`src/auth_defs.svh`:
```
/* Shared widths and constants for the EV and CS authentication design.
   Included by every RTL file, and the package takes its key width from here */
`ifndef AUTH_DEFS_SVH
`define AUTH_DEFS_SVH

// ##########################################################################
// Credential widths
// ##########################################################################
`define AUTH_KEY_W 64 // Identity and public key width

// Service-provider identity, mixed into every raw identity at registration
`define AUTH_USP_ID 64'hDDDD_DDDD_DDDD_DDDD

// ##########################################################################
// Session timeout
// ##########################################################################
`define AUTH_TMO_W 24 // Timeout counter width

// About 100 ms at 125 MHz, must fit in AUTH_TMO_W bits
`define AUTH_TIMEOUT_CYCLES 12_500_000

`endif

```
`src/auth_pkg.sv`:
```
/* Credential and message types shared by the registrars, the two
   authentication endpoints and the top level */
`default_nettype none
`include "auth_defs.svh"

package auth_pkg;

    // Registered credential of one party
    // EV holds its pseudonym in id, CS its station identity
    typedef struct packed {
        logic [`AUTH_KEY_W-1:0] id;      // Derived identity
        logic [`AUTH_KEY_W-1:0] pub_key; // Latched public key
    } cred_t;

    // One message on the EV to CS or CS to EV path
    // Valid for exactly one cycle, no back-pressure
    typedef struct packed {
        logic  valid;
        cred_t cred;
    } auth_msg_t;

endpackage

`default_nettype wire

```
`src/auth_session_if.sv`:
```
/* Session control and result signals between the session controller
   and the EV and CS endpoints */
`timescale 1ns/1ps
`default_nettype none
`include "auth_defs.svh"

interface auth_session_if;

    logic start;   // Pulse, session begins
    logic abort;   // Pulse, session ends, endpoints go idle
    logic ev_ok;   // Level, EV has verified the CS
    logic ev_fail; // Pulse, EV saw a reply mismatch
    logic cs_ok;   // Level, CS has verified the EV
    logic cs_fail; // Pulse, CS saw a request mismatch

    modport ctrl (
        output start, abort,
        input  ev_ok, ev_fail, cs_ok, cs_fail
    );

    modport ev (
        input  start, abort,
        output ev_ok, ev_fail
    );

    modport cs (
        input  start, abort,
        output cs_ok, cs_fail
    );

endinterface

`default_nettype wire

```
`src/credential_registrar.sv`:
```
/* Two-step credential registration for one party, serving both the EV
   pseudonym and the CS station identity */
`timescale 1ns/1ps
`default_nettype none
`include "auth_defs.svh"

module credential_registrar (
    input  wire                   clk,
    input  wire                   rst,
    input  wire                   start_i,
    input  wire [`AUTH_KEY_W-1:0] raw_id_i,
    input  wire [`AUTH_KEY_W-1:0] pub_key_i,
    output auth_pkg::cred_t       cred_o,
    output logic                  registered_o
);

    typedef enum logic [1:0] {
        ST_IDLE,
        ST_DERIVE,
        ST_LATCH
    } reg_state_e;

    reg_state_e state;

    // Control path, a start while busy is ignored
    always_ff @(posedge clk or posedge rst) begin
        if (rst) begin
            state        <= ST_IDLE;
            registered_o <= 1'b0;
        end else begin
            case (state)
                ST_IDLE: begin
                    if (start_i) begin
                        state <= ST_DERIVE;
                    end
                end
                ST_DERIVE: begin
                    registered_o <= 1'b0; // Old credential is being replaced
                    state        <= ST_LATCH;
                end
                ST_LATCH: begin
                    registered_o <= 1'b1;
                    state        <= ST_IDLE;
                end
                default: begin
                    state <= ST_IDLE;
                end
            endcase
        end
    end

    // Credential payload, identity first and key one cycle later
    always_ff @(posedge clk) begin
        if (state == ST_DERIVE) begin
            cred_o.id <= raw_id_i ^ `AUTH_USP_ID;
        end
        if (state == ST_LATCH) begin
            cred_o.pub_key <= pub_key_i;
        end
    end

endmodule

`default_nettype wire

```
`src/ev_authenticator.sv`:
```
/* EV endpoint: sends its own credential as the request once a session starts,
   then checks the CS reply against the station credential known from registration */
`timescale 1ns/1ps
`default_nettype none
`include "auth_defs.svh"

module ev_authenticator (
    input  wire                 clk,
    input  wire                 rst,
    auth_session_if.ev          sess,
    input  wire                 registered_i,
    input  wire auth_pkg::cred_t     self_cred_i,
    input  wire auth_pkg::cred_t     known_cs_i,
    input  wire auth_pkg::auth_msg_t rx_msg_i,
    output auth_pkg::auth_msg_t tx_msg_o
);

    typedef enum logic [1:0] {
        ST_IDLE,
        ST_SEND,
        ST_WAIT_REPLY,
        ST_DONE
    } ev_state_e;

    ev_state_e       state;
    logic            tx_valid;
    auth_pkg::cred_t tx_cred;
    logic            reply_match;
    logic            send_now;

    // Both the identity and the key must equal the known CS values
    assign reply_match = (rx_msg_i.cred.id == known_cs_i.id) &&
                         (rx_msg_i.cred.pub_key == known_cs_i.pub_key);
    assign send_now    = (state == ST_SEND) && registered_i;

    // ######################################################################
    // EV FSM
    // ######################################################################
    always_ff @(posedge clk or posedge rst) begin
        if (rst) begin
            state        <= ST_IDLE;
            tx_valid     <= 1'b0;
            sess.ev_ok   <= 1'b0;
            sess.ev_fail <= 1'b0;
        end else begin
            tx_valid     <= 1'b0;
            sess.ev_fail <= 1'b0;

            if (sess.abort) begin
                state      <= ST_IDLE;
                sess.ev_ok <= 1'b0;
            end else begin
                case (state)
                    ST_IDLE: begin
                        if (sess.start) begin
                            state <= ST_SEND;
                        end
                    end
                    ST_SEND: begin
                        // Unregistered EV stays here until abort
                        if (registered_i) begin
                            tx_valid <= 1'b1;
                            state    <= ST_WAIT_REPLY;
                        end
                    end
                    ST_WAIT_REPLY: begin
                        if (rx_msg_i.valid) begin
                            sess.ev_ok   <= reply_match;
                            sess.ev_fail <= !reply_match;
                            state        <= ST_DONE;
                        end
                    end
                    default: begin
                        state <= ST_DONE; // Hold the result until abort
                    end
                endcase
            end
        end
    end

    // Request payload
    always_ff @(posedge clk) begin
        if (send_now) begin
            tx_cred <= self_cred_i;
        end
    end

    assign tx_msg_o.valid = tx_valid;
    assign tx_msg_o.cred  = tx_cred;

endmodule

`default_nettype wire

```
`src/cs_authenticator.sv`:
```
/* CS endpoint: waits for the EV request, checks it against the EV credential
   known from registration and answers a match with its own credential */
`timescale 1ns/1ps
`default_nettype none
`include "auth_defs.svh"

module cs_authenticator (
    input  wire                 clk,
    input  wire                 rst,
    auth_session_if.cs          sess,
    input  wire auth_pkg::cred_t     self_cred_i,
    input  wire auth_pkg::cred_t     known_ev_i,
    input  wire auth_pkg::auth_msg_t rx_msg_i,
    output auth_pkg::auth_msg_t tx_msg_o
);

    typedef enum logic [1:0] {
        ST_IDLE,
        ST_WAIT_REQ,
        ST_DONE
    } cs_state_e;

    cs_state_e       state;
    logic            tx_valid;
    auth_pkg::cred_t tx_cred;
    logic            req_match;
    logic            reply_now;

    assign req_match = (rx_msg_i.cred.id == known_ev_i.id) &&
                       (rx_msg_i.cred.pub_key == known_ev_i.pub_key);
    assign reply_now = (state == ST_WAIT_REQ) && rx_msg_i.valid && req_match;

    // ######################################################################
    // CS FSM
    // ######################################################################
    always_ff @(posedge clk or posedge rst) begin
        if (rst) begin
            state        <= ST_IDLE;
            tx_valid     <= 1'b0;
            sess.cs_ok   <= 1'b0;
            sess.cs_fail <= 1'b0;
        end else begin
            tx_valid     <= 1'b0;
            sess.cs_fail <= 1'b0;

            if (sess.abort) begin
                state      <= ST_IDLE;
                sess.cs_ok <= 1'b0;
            end else begin
                case (state)
                    ST_IDLE: begin
                        if (sess.start) begin
                            state <= ST_WAIT_REQ;
                        end
                    end
                    ST_WAIT_REQ: begin
                        // Verified in the cycle the request is valid
                        if (rx_msg_i.valid) begin
                            sess.cs_ok   <= req_match;
                            sess.cs_fail <= !req_match;
                            tx_valid     <= req_match; // Reply only on a match
                            state        <= ST_DONE;
                        end
                    end
                    default: begin
                        state <= ST_DONE;
                    end
                endcase
            end
        end
    end

    // Reply payload
    always_ff @(posedge clk) begin
        if (reply_now) begin
            tx_cred <= self_cred_i;
        end
    end

    assign tx_msg_o.valid = tx_valid;
    assign tx_msg_o.cred  = tx_cred;

endmodule

`default_nettype wire

```
`src/auth_session_ctrl.sv`:
```
/* Session controller: accepts authentication starts, runs the timeout counter,
   pulses abort at the end of a session and holds the result flags */
`timescale 1ns/1ps
`default_nettype none
`include "auth_defs.svh"

module auth_session_ctrl #(
    parameter int unsigned TIMEOUT_CYCLES = `AUTH_TIMEOUT_CYCLES
) (
    input  wire          clk,
    input  wire          rst,
    input  wire          start_auth_i,
    auth_session_if.ctrl sess,
    output logic         active_o,
    output logic         mutual_o,
    output logic         fail_o,
    output logic         ev_auth_o,
    output logic         cs_auth_o
);

    // Count value on the last cycle of an active session
    localparam logic [`AUTH_TMO_W-1:0] TMO_LAST = (`AUTH_TMO_W)'(TIMEOUT_CYCLES - 1);

    logic [`AUTH_TMO_W-1:0] tmo_cnt;
    logic                   both_ok;
    logic                   any_fail;
    logic                   timed_out;

    assign both_ok   = sess.ev_ok && sess.cs_ok;
    assign any_fail  = sess.ev_fail || sess.cs_fail; // Either side saw a mismatch
    assign timed_out = (tmo_cnt == TMO_LAST);

    // ######################################################################
    // Session FSM, one active flag plus the latched results
    // ######################################################################
    always_ff @(posedge clk or posedge rst) begin
        if (rst) begin
            active_o   <= 1'b0;
            tmo_cnt    <= '0;
            sess.start <= 1'b0;
            sess.abort <= 1'b0;
            mutual_o   <= 1'b0;
            fail_o     <= 1'b0;
            ev_auth_o  <= 1'b0;
            cs_auth_o  <= 1'b0;
        end else begin
            sess.start <= 1'b0; // Both are single-cycle pulses
            sess.abort <= 1'b0;

            if (!active_o) begin
                if (start_auth_i) begin
                    active_o   <= 1'b1;
                    sess.start <= 1'b1;
                    tmo_cnt    <= '0;
                    mutual_o   <= 1'b0; // Previous results cleared here
                    fail_o     <= 1'b0;
                    ev_auth_o  <= 1'b0;
                    cs_auth_o  <= 1'b0;
                end
            end else if (both_ok || any_fail || timed_out) begin
                // Success takes priority when it lands with the timeout
                active_o   <= 1'b0;
                sess.abort <= 1'b1;
                mutual_o   <= both_ok;
                fail_o     <= !both_ok;
                ev_auth_o  <= sess.ev_ok;
                cs_auth_o  <= sess.cs_ok;
            end else begin
                tmo_cnt <= tmo_cnt + 1'b1;
            end
        end
    end

endmodule

`default_nettype wire

```
`src/auth_top.sv`:
```
/* Top level of the EV and CS registration and mutual authentication design.
   Raw identities and keys must stay stable while a registration runs */
`timescale 1ns/1ps
`default_nettype none
`include "auth_defs.svh"

module auth_top #(
    parameter int unsigned TIMEOUT_CYCLES = `AUTH_TIMEOUT_CYCLES
) (
    input  wire                   clk,
    input  wire                   rst,
    input  wire                   start_reg_ev_i,
    input  wire                   start_reg_cs_i,
    input  wire                   start_auth_i,
    input  wire [`AUTH_KEY_W-1:0] ev_raw_id_i,
    input  wire [`AUTH_KEY_W-1:0] ev_pub_key_i,
    input  wire [`AUTH_KEY_W-1:0] cs_raw_id_i,
    input  wire [`AUTH_KEY_W-1:0] cs_pub_key_i,
    output logic                  ev_reg_o,
    output logic                  cs_reg_o,
    output logic                  ev_auth_o,
    output logic                  cs_auth_o,
    output logic                  mutual_auth_o,
    output logic                  auth_fail_o,
    output logic                  auth_active_o
);

    auth_pkg::cred_t     ev_cred;
    auth_pkg::cred_t     cs_cred;
    auth_pkg::auth_msg_t ev_to_cs;  // Request path
    auth_pkg::auth_msg_t cs_to_ev;  // Reply path

    auth_session_if sess_if ();

    // ######################################################################
    // Registration
    // ######################################################################
    credential_registrar u_ev_reg (
        .clk          (clk),
        .rst          (rst),
        .start_i      (start_reg_ev_i),
        .raw_id_i     (ev_raw_id_i),
        .pub_key_i    (ev_pub_key_i),
        .cred_o       (ev_cred),
        .registered_o (ev_reg_o)
    );

    credential_registrar u_cs_reg (
        .clk          (clk),
        .rst          (rst),
        .start_i      (start_reg_cs_i),
        .raw_id_i     (cs_raw_id_i),
        .pub_key_i    (cs_pub_key_i),
        .cred_o       (cs_cred),
        .registered_o (cs_reg_o)
    );

    // ######################################################################
    // Authentication endpoints and session control
    // ######################################################################
    ev_authenticator u_ev_auth (
        .clk          (clk),
        .rst          (rst),
        .sess         (sess_if.ev),
        .registered_i (ev_reg_o),
        .self_cred_i  (ev_cred),
        .known_cs_i   (cs_cred),
        .rx_msg_i     (cs_to_ev),
        .tx_msg_o     (ev_to_cs)
    );

    cs_authenticator u_cs_auth (
        .clk          (clk),
        .rst          (rst),
        .sess         (sess_if.cs),
        .self_cred_i  (cs_cred),
        .known_ev_i   (ev_cred),
        .rx_msg_i     (ev_to_cs),
        .tx_msg_o     (cs_to_ev)
    );

    auth_session_ctrl #(
        .TIMEOUT_CYCLES (TIMEOUT_CYCLES)
    ) u_ctrl (
        .clk          (clk),
        .rst          (rst),
        .start_auth_i (start_auth_i),
        .sess         (sess_if.ctrl),
        .active_o     (auth_active_o),
        .mutual_o     (mutual_auth_o),
        .fail_o       (auth_fail_o),
        .ev_auth_o    (ev_auth_o),
        .cs_auth_o    (cs_auth_o)
    );

endmodule

`default_nettype wire

```
`config.mk`:
```
export PLATFORM = sky130hd
export DESIGN_NAME = auth_top
export DESIGN_NICKNAME = d
export VERILOG_FILES = /design/src/auth_pkg.sv /design/src/auth_session_if.sv /design/src/credential_registrar.sv /design/src/ev_authenticator.sv /design/src/cs_authenticator.sv /design/src/auth_session_ctrl.sv /design/src/auth_top.sv
export VERILOG_INCLUDE_DIRS = /design/src
export SDC_FILE = /design/constraint.sdc
export NUM_CORES = 1
export LEC_CHECK = 0
export BUFFER_PORTS_ARGS = -buffer_cell sky130_fd_sc_hd__buf_2
export CORE_MARGIN = 2
export CORE_UTILIZATION = 50
export DETAILED_ROUTE_END_ITERATION = 8
export HOLD_SLACK_MARGIN = 0.08
export PLACE_DENSITY = 0.73
export SETUP_SLACK_MARGIN = 0.05
export SLEW_MARGIN = 5
export SYNTH_ARGS = -nofsm -noshare
export SYNTH_HDL_FRONTEND = slang
export SYNTH_SLANG_ARGS = --single-unit
```
`constraint.sdc`:
```
create_clock -name clk -period 10.9 [get_ports clk]
set_input_delay 1.09 -clock clk [delete_from_list [all_inputs] [get_ports clk]]
set_output_delay 1.09 -clock clk [all_outputs]
set_load 0.02 [all_outputs]
```
==> results <==
- The data arrival time of the critical path is 4700 ps.
- Prior to clock tree synthesis, the placed netlist has a worst setup slack of around 6400 ps.
- The internal power of the cells totals 4150 uW.
- The analysis attributes to cell leakage a power of around 0.009 uW.
- The worst path meets setup with 6380 ps of slack.
- At the end of routability-driven placement, the weighted congestion stood at just under 0.8.
- Across the VDD grid, the largest voltage drop is 159 uV.
- Yosys instantiated no cell more often than sky130_fd_sc_hd__edfxtp_1.
- The design draws 5530 uW.
- Net switching is approximately 25% of the power.
- The routed wirelength normalized by instance count is 18.2 um.
- Counting along the longest clock path gives a buffer depth of 3.
- The tightest min-delay check is of the flop to flop type.
- Setup repair after global routing left no endpoint under its margin.
- The number of nets in the final layout is 1776.
- The first-iteration detailed-routing DRC count is 862.
- Detailed routing inserted a total of 10600 vias.
- The detailed-route wire length is 37900 um.
- Synthesis produced a netlist whose cell count is 1178.
- The required time of the worst setup path is approximately 11000 ps.
- The floorplan step defined a core boundary enclosing ~40000 um^2.
- The first detailed-routing pass ran for 4 iterations.
- The multi-input combinational cell area is approximately 3800 um^2.
- The clock root buffer is sky130_fd_sc_hd__clkbuf_16.
- The setup check on the worst reg-to-reg path leaves a slack of 6380 ps.
- The number of max-slew violations in the final report came to 0.
- Dividing the detail-routed via count by the number of cells gives 5.07.
- In the routed design, unresolved DRC markers number 0.
- The capture point of the worst path is u_cs_auth.tx_msg_o[12].
- The sort of element at the end of the critical path is a flop.
- The slew at the pin closest to its max-slew limit is 1240 ps.
- For this design, the CTS-stage hold fixing added 0 buffers.
- The relative slew slack is between 10% and 20%.
- In this run the worst path has a maximum fanout of 85.
- The total of endpoints with negative setup slack in the final report is 0.
- The final-layout setup total negative slack is 0 ps.
- The dominant combinational cell family by area after synthesis is XOR/XNOR gates.
- The overall fraction of global-route tracks in use is 17.8%.
- The simple-gate share of the synthesized area is 4.85%.
- The floorplan step defined a die boundary enclosing about 43000 um^2.
- Timing would allow up to 221 MHz.
- Synthesis instantiated 44 different standard cells from the library.
- STA classifies the critical path startpoint as a flop.
- The tool flagged a number of max-cap violations equal to 0.
- In the synthesized netlist, mux cells make up 0.301% of the area.
- The total overflow left after global routing is 0.
- Entering global routing, the biggest net connects 86 pins.
- The startpoint identified for the worst register-to-register timing path is u_ev_reg.cred_o[87].
- The setup fix buffers added after clock tree synthesis is 0.
- In this run the power spent charging and discharging nets is 1380 uW.
- In this run the count of I/O pins placed on the die edge is ~270.
- The share of final-layout standard cells stronger than drive strength 1 is 23.8%.
- The flow ran to the end, and the final reports show no timing, DRC or antenna violations.
- The cell taking the most area after synthesis is sky130_fd_sc_hd__edfxtp_1.
- In this run, the clock network consumes 33.0% of the power.
- The total power density per cell area is 224 nW/um^2.
- The area fraction in compound gates after synthesis is between 1.5 and 2%.
- The endpoint identified for the worst register-to-register timing path is u_cs_auth.tx_msg_o[12].
- The share of synthesized area in the top cell type comes to 73.9%.
- The number of antenna violations at the first check in global routing came to 8.
- For this configuration, the core starts out at a cell density of 50.8%.
- The first-pass GRT wire length is approximately 60000 um.
- The cell area after technology mapping is 20800 um^2.
- The chip width is 208 um.
- The most used flip-flop cell after synthesis is sky130_fd_sc_hd__edfxtp_1.
- The maximum level of the CTS H-tree is 2.
- The post-detailed-placement half-perimeter wirelength is 25900 um.
- The number of CTS-inserted buffers is 55.
- In the final layout, flip-flops and latches occupy between 15000 and 20000 um^2.
- The via count of the first global-routing pass is 11000.
- The count of clock tree sinks is 559.
- The worst-skew pair later-pin latency is 600 ps.
- The count of flip-flops with a built-in enable after synthesis is 512.
- The depth of the worst register-to-register path is 7.
- After synthesis, the share of flip-flops with an asynchronous set or reset is roughly 8.4%.
- The synthesis warning total is 0.
- Gates resized during post-CTS repair numbered 0.
- The sequential group share of total power is 55.6%.
- Tracing the worst setup path back leads to its startpoint at u_ev_reg.cred_o[87].
- Counting the fill cells in the layout gives roughly 3000.
- Subtracting the final worst setup slack from the clock period gives roughly 4500 ps.
- Ranked by total cell area, the synthesized netlist is headed by sky130_fd_sc_hd__edfxtp_1 (74%), sky130_fd_sc_hd__dfrtp_1 (5.7%), sky130_fd_sc_hd__xnor2_1 (5.5%), sky130_fd_sc_hd__xor2_1 (5.4%), sky130_fd_sc_hd__inv_1 (2.0%).
- The final clock skew is 32.9 ps.
- The final clock period utilization by the worst path is 41.4%.
- Clock-pin slew was measured on the worst setup and hold paths at roughly 60 ps.
- The combinational fraction of design power is 11.3%.
- The synthesis-stage register bit count is 559.
- Ranked by instance count, the synthesized netlist is headed by sky130_fd_sc_hd__edfxtp_1 (512), sky130_fd_sc_hd__xnor2_1 (130), sky130_fd_sc_hd__xor2_1 (128).
- From synthesis to final layout, the design area changed by 18.5%.
- The synthesized netlist devotes 10.9% of its cell area to XOR and XNOR gates.
- TritonCTS built the clock tree.
- In this run the vertical extent of the chip is 208 um.
- The critical path in this run is classified as flop to flop.
- The number of nets handed over by synthesis was between 1000 and 1500.
- The number of placement rows is 74.
- The synthesized netlist devotes 0.662% of its cell area to adder and majority cells.
- The antenna violation net count after detailed routing is 0.
- The number of port buffers is 267.
- The final-report hold violation count was 0.
- A synthesized cell averages around 18 um^2.
- The fraction of the yosys area taken by sequential cells is around four fifths.
## final cells by class
type,instances,share of cell area (%)
diodes,13,0.132
clock buffers,69,6.00
clock inverters,28,1.14
inverters,111,1.69
multi-input cells,503,15.6
flip-flops and latches,559,67.1
well taps,532,2.70
repair buffers,274,5.63
## cells by family after synthesis
kind of cell               after synthesis
xor gates and xnor gates               258
buffers and inverters                  116
DFF                                    559
and+or+nand+nor                        180
muxes                                    6
AOI/OAI and AO/OA                       48
adders and majority gates               11
## placed cells by master (no fill, tap or decap), types with 5 or more instances in the layout
cell type,count
sky130_fd_sc_hd__a21oi_1,6
sky130_fd_sc_hd__buf_2,267
sky130_fd_sc_hd__buf_4,7
sky130_fd_sc_hd__clkbuf_1,10
sky130_fd_sc_hd__clkbuf_16,56
sky130_fd_sc_hd__clkinv_1,10
sky130_fd_sc_hd__clkinv_2,8
sky130_fd_sc_hd__dfrtp_1,47
sky130_fd_sc_hd__diode_2,13
sky130_fd_sc_hd__edfxtp_1,512
sky130_fd_sc_hd__ha_1,7
sky130_fd_sc_hd__inv_1,110
sky130_fd_sc_hd__nand2_1,26
sky130_fd_sc_hd__nand3_1,20
sky130_fd_sc_hd__nand4_1,48
sky130_fd_sc_hd__nor2_1,13
sky130_fd_sc_hd__nor3_1,5
sky130_fd_sc_hd__nor4_1,43
sky130_fd_sc_hd__o211ai_1,5
sky130_fd_sc_hd__o21ai_0,18
sky130_fd_sc_hd__o31ai_1,6
sky130_fd_sc_hd__xnor2_1,130
sky130_fd_sc_hd__xor2_1,128
## routing by layer
layer,up-vias,wire length (um),GRT usage [%]
met4,8,825,5.33
met1,5212,16400,24.9
met5,-,62,0
met3,71,2330,3.86
li1,4979,-,-
met2,316,18300,28.2
## registers in the layout, indices dropped and copies added, names as in the netlist, 2 cells and up
signal and cells:
u_ev_reg.cred_o 128, u_ev_reg.state 2, u_ev_auth.tx_msg_o 128, u_ctrl.tmo_cnt 24, u_cs_reg.state 2, u_cs_reg.cred_o 128, u_ev_auth.state 2, u_cs_auth.state 2
u_cs_auth.tx_msg_o 128
## worst max-delay path: stages, from the launching register on
cell and delay (ps):
sky130_fd_sc_hd__edfxtp_1 410, sky130_fd_sc_hd__xor2_1 180, sky130_fd_sc_hd__nor4_1 370, sky130_fd_sc_hd__nand4_1 200, sky130_fd_sc_hd__nor4_1 570, sky130_fd_sc_hd__nand2_1 320, sky130_fd_sc_hd__nor2_4 1000, sky130_fd_sc_hd__buf_4 980
## power groups by stage
stage               Combinational, uW  Clock, uW  Sequential [uW]
CTS                               644       1870             3080
global route                      706       1950             3120
global placement                  616          0             3100
finish                            627       1830             3080
detailed placement                638          0             3120
floorplan                         428          0             3080
## worst min-delay path by stage
stage	startpoint	end	slack [ps]	cells after the start
floorplan	u_ev_reg.cred_o[0]	u_ev_auth.tx_msg_o[0]	450	0
global placement	u_ev_reg.cred_o[100]	u_ev_auth.tx_msg_o[100]	450	0
detailed placement	u_ev_reg.cred_o[84]	u_ev_auth.tx_msg_o[84]	460	0
CTS	u_ev_reg.cred_o[118]	u_ev_auth.tx_msg_o[118]	470	0
global route	u_ev_reg.cred_o[0]	u_ev_auth.tx_msg_o[0]	470	0
finish	u_ev_reg.cred_o[81]	u_ev_auth.tx_msg_o[81]	450	0
## through the flow
stage | utilization (%) | area, um^2 | hold slack, ps | std cells
after global placement | 55.9 | 22900 | 450 | 1979
after global routing | 60.2 | 24600 | 474 | 2080
final | 60.2 | 24600 | 453 | 2089
after floorplan | - | 20800 | 448 | 1178
after CTS | 60.2 | 24600 | 465 | 2076
after detailed placement | 55.9 | 22900 | 456 | 1979
Power figures use the tool's default switching activity.
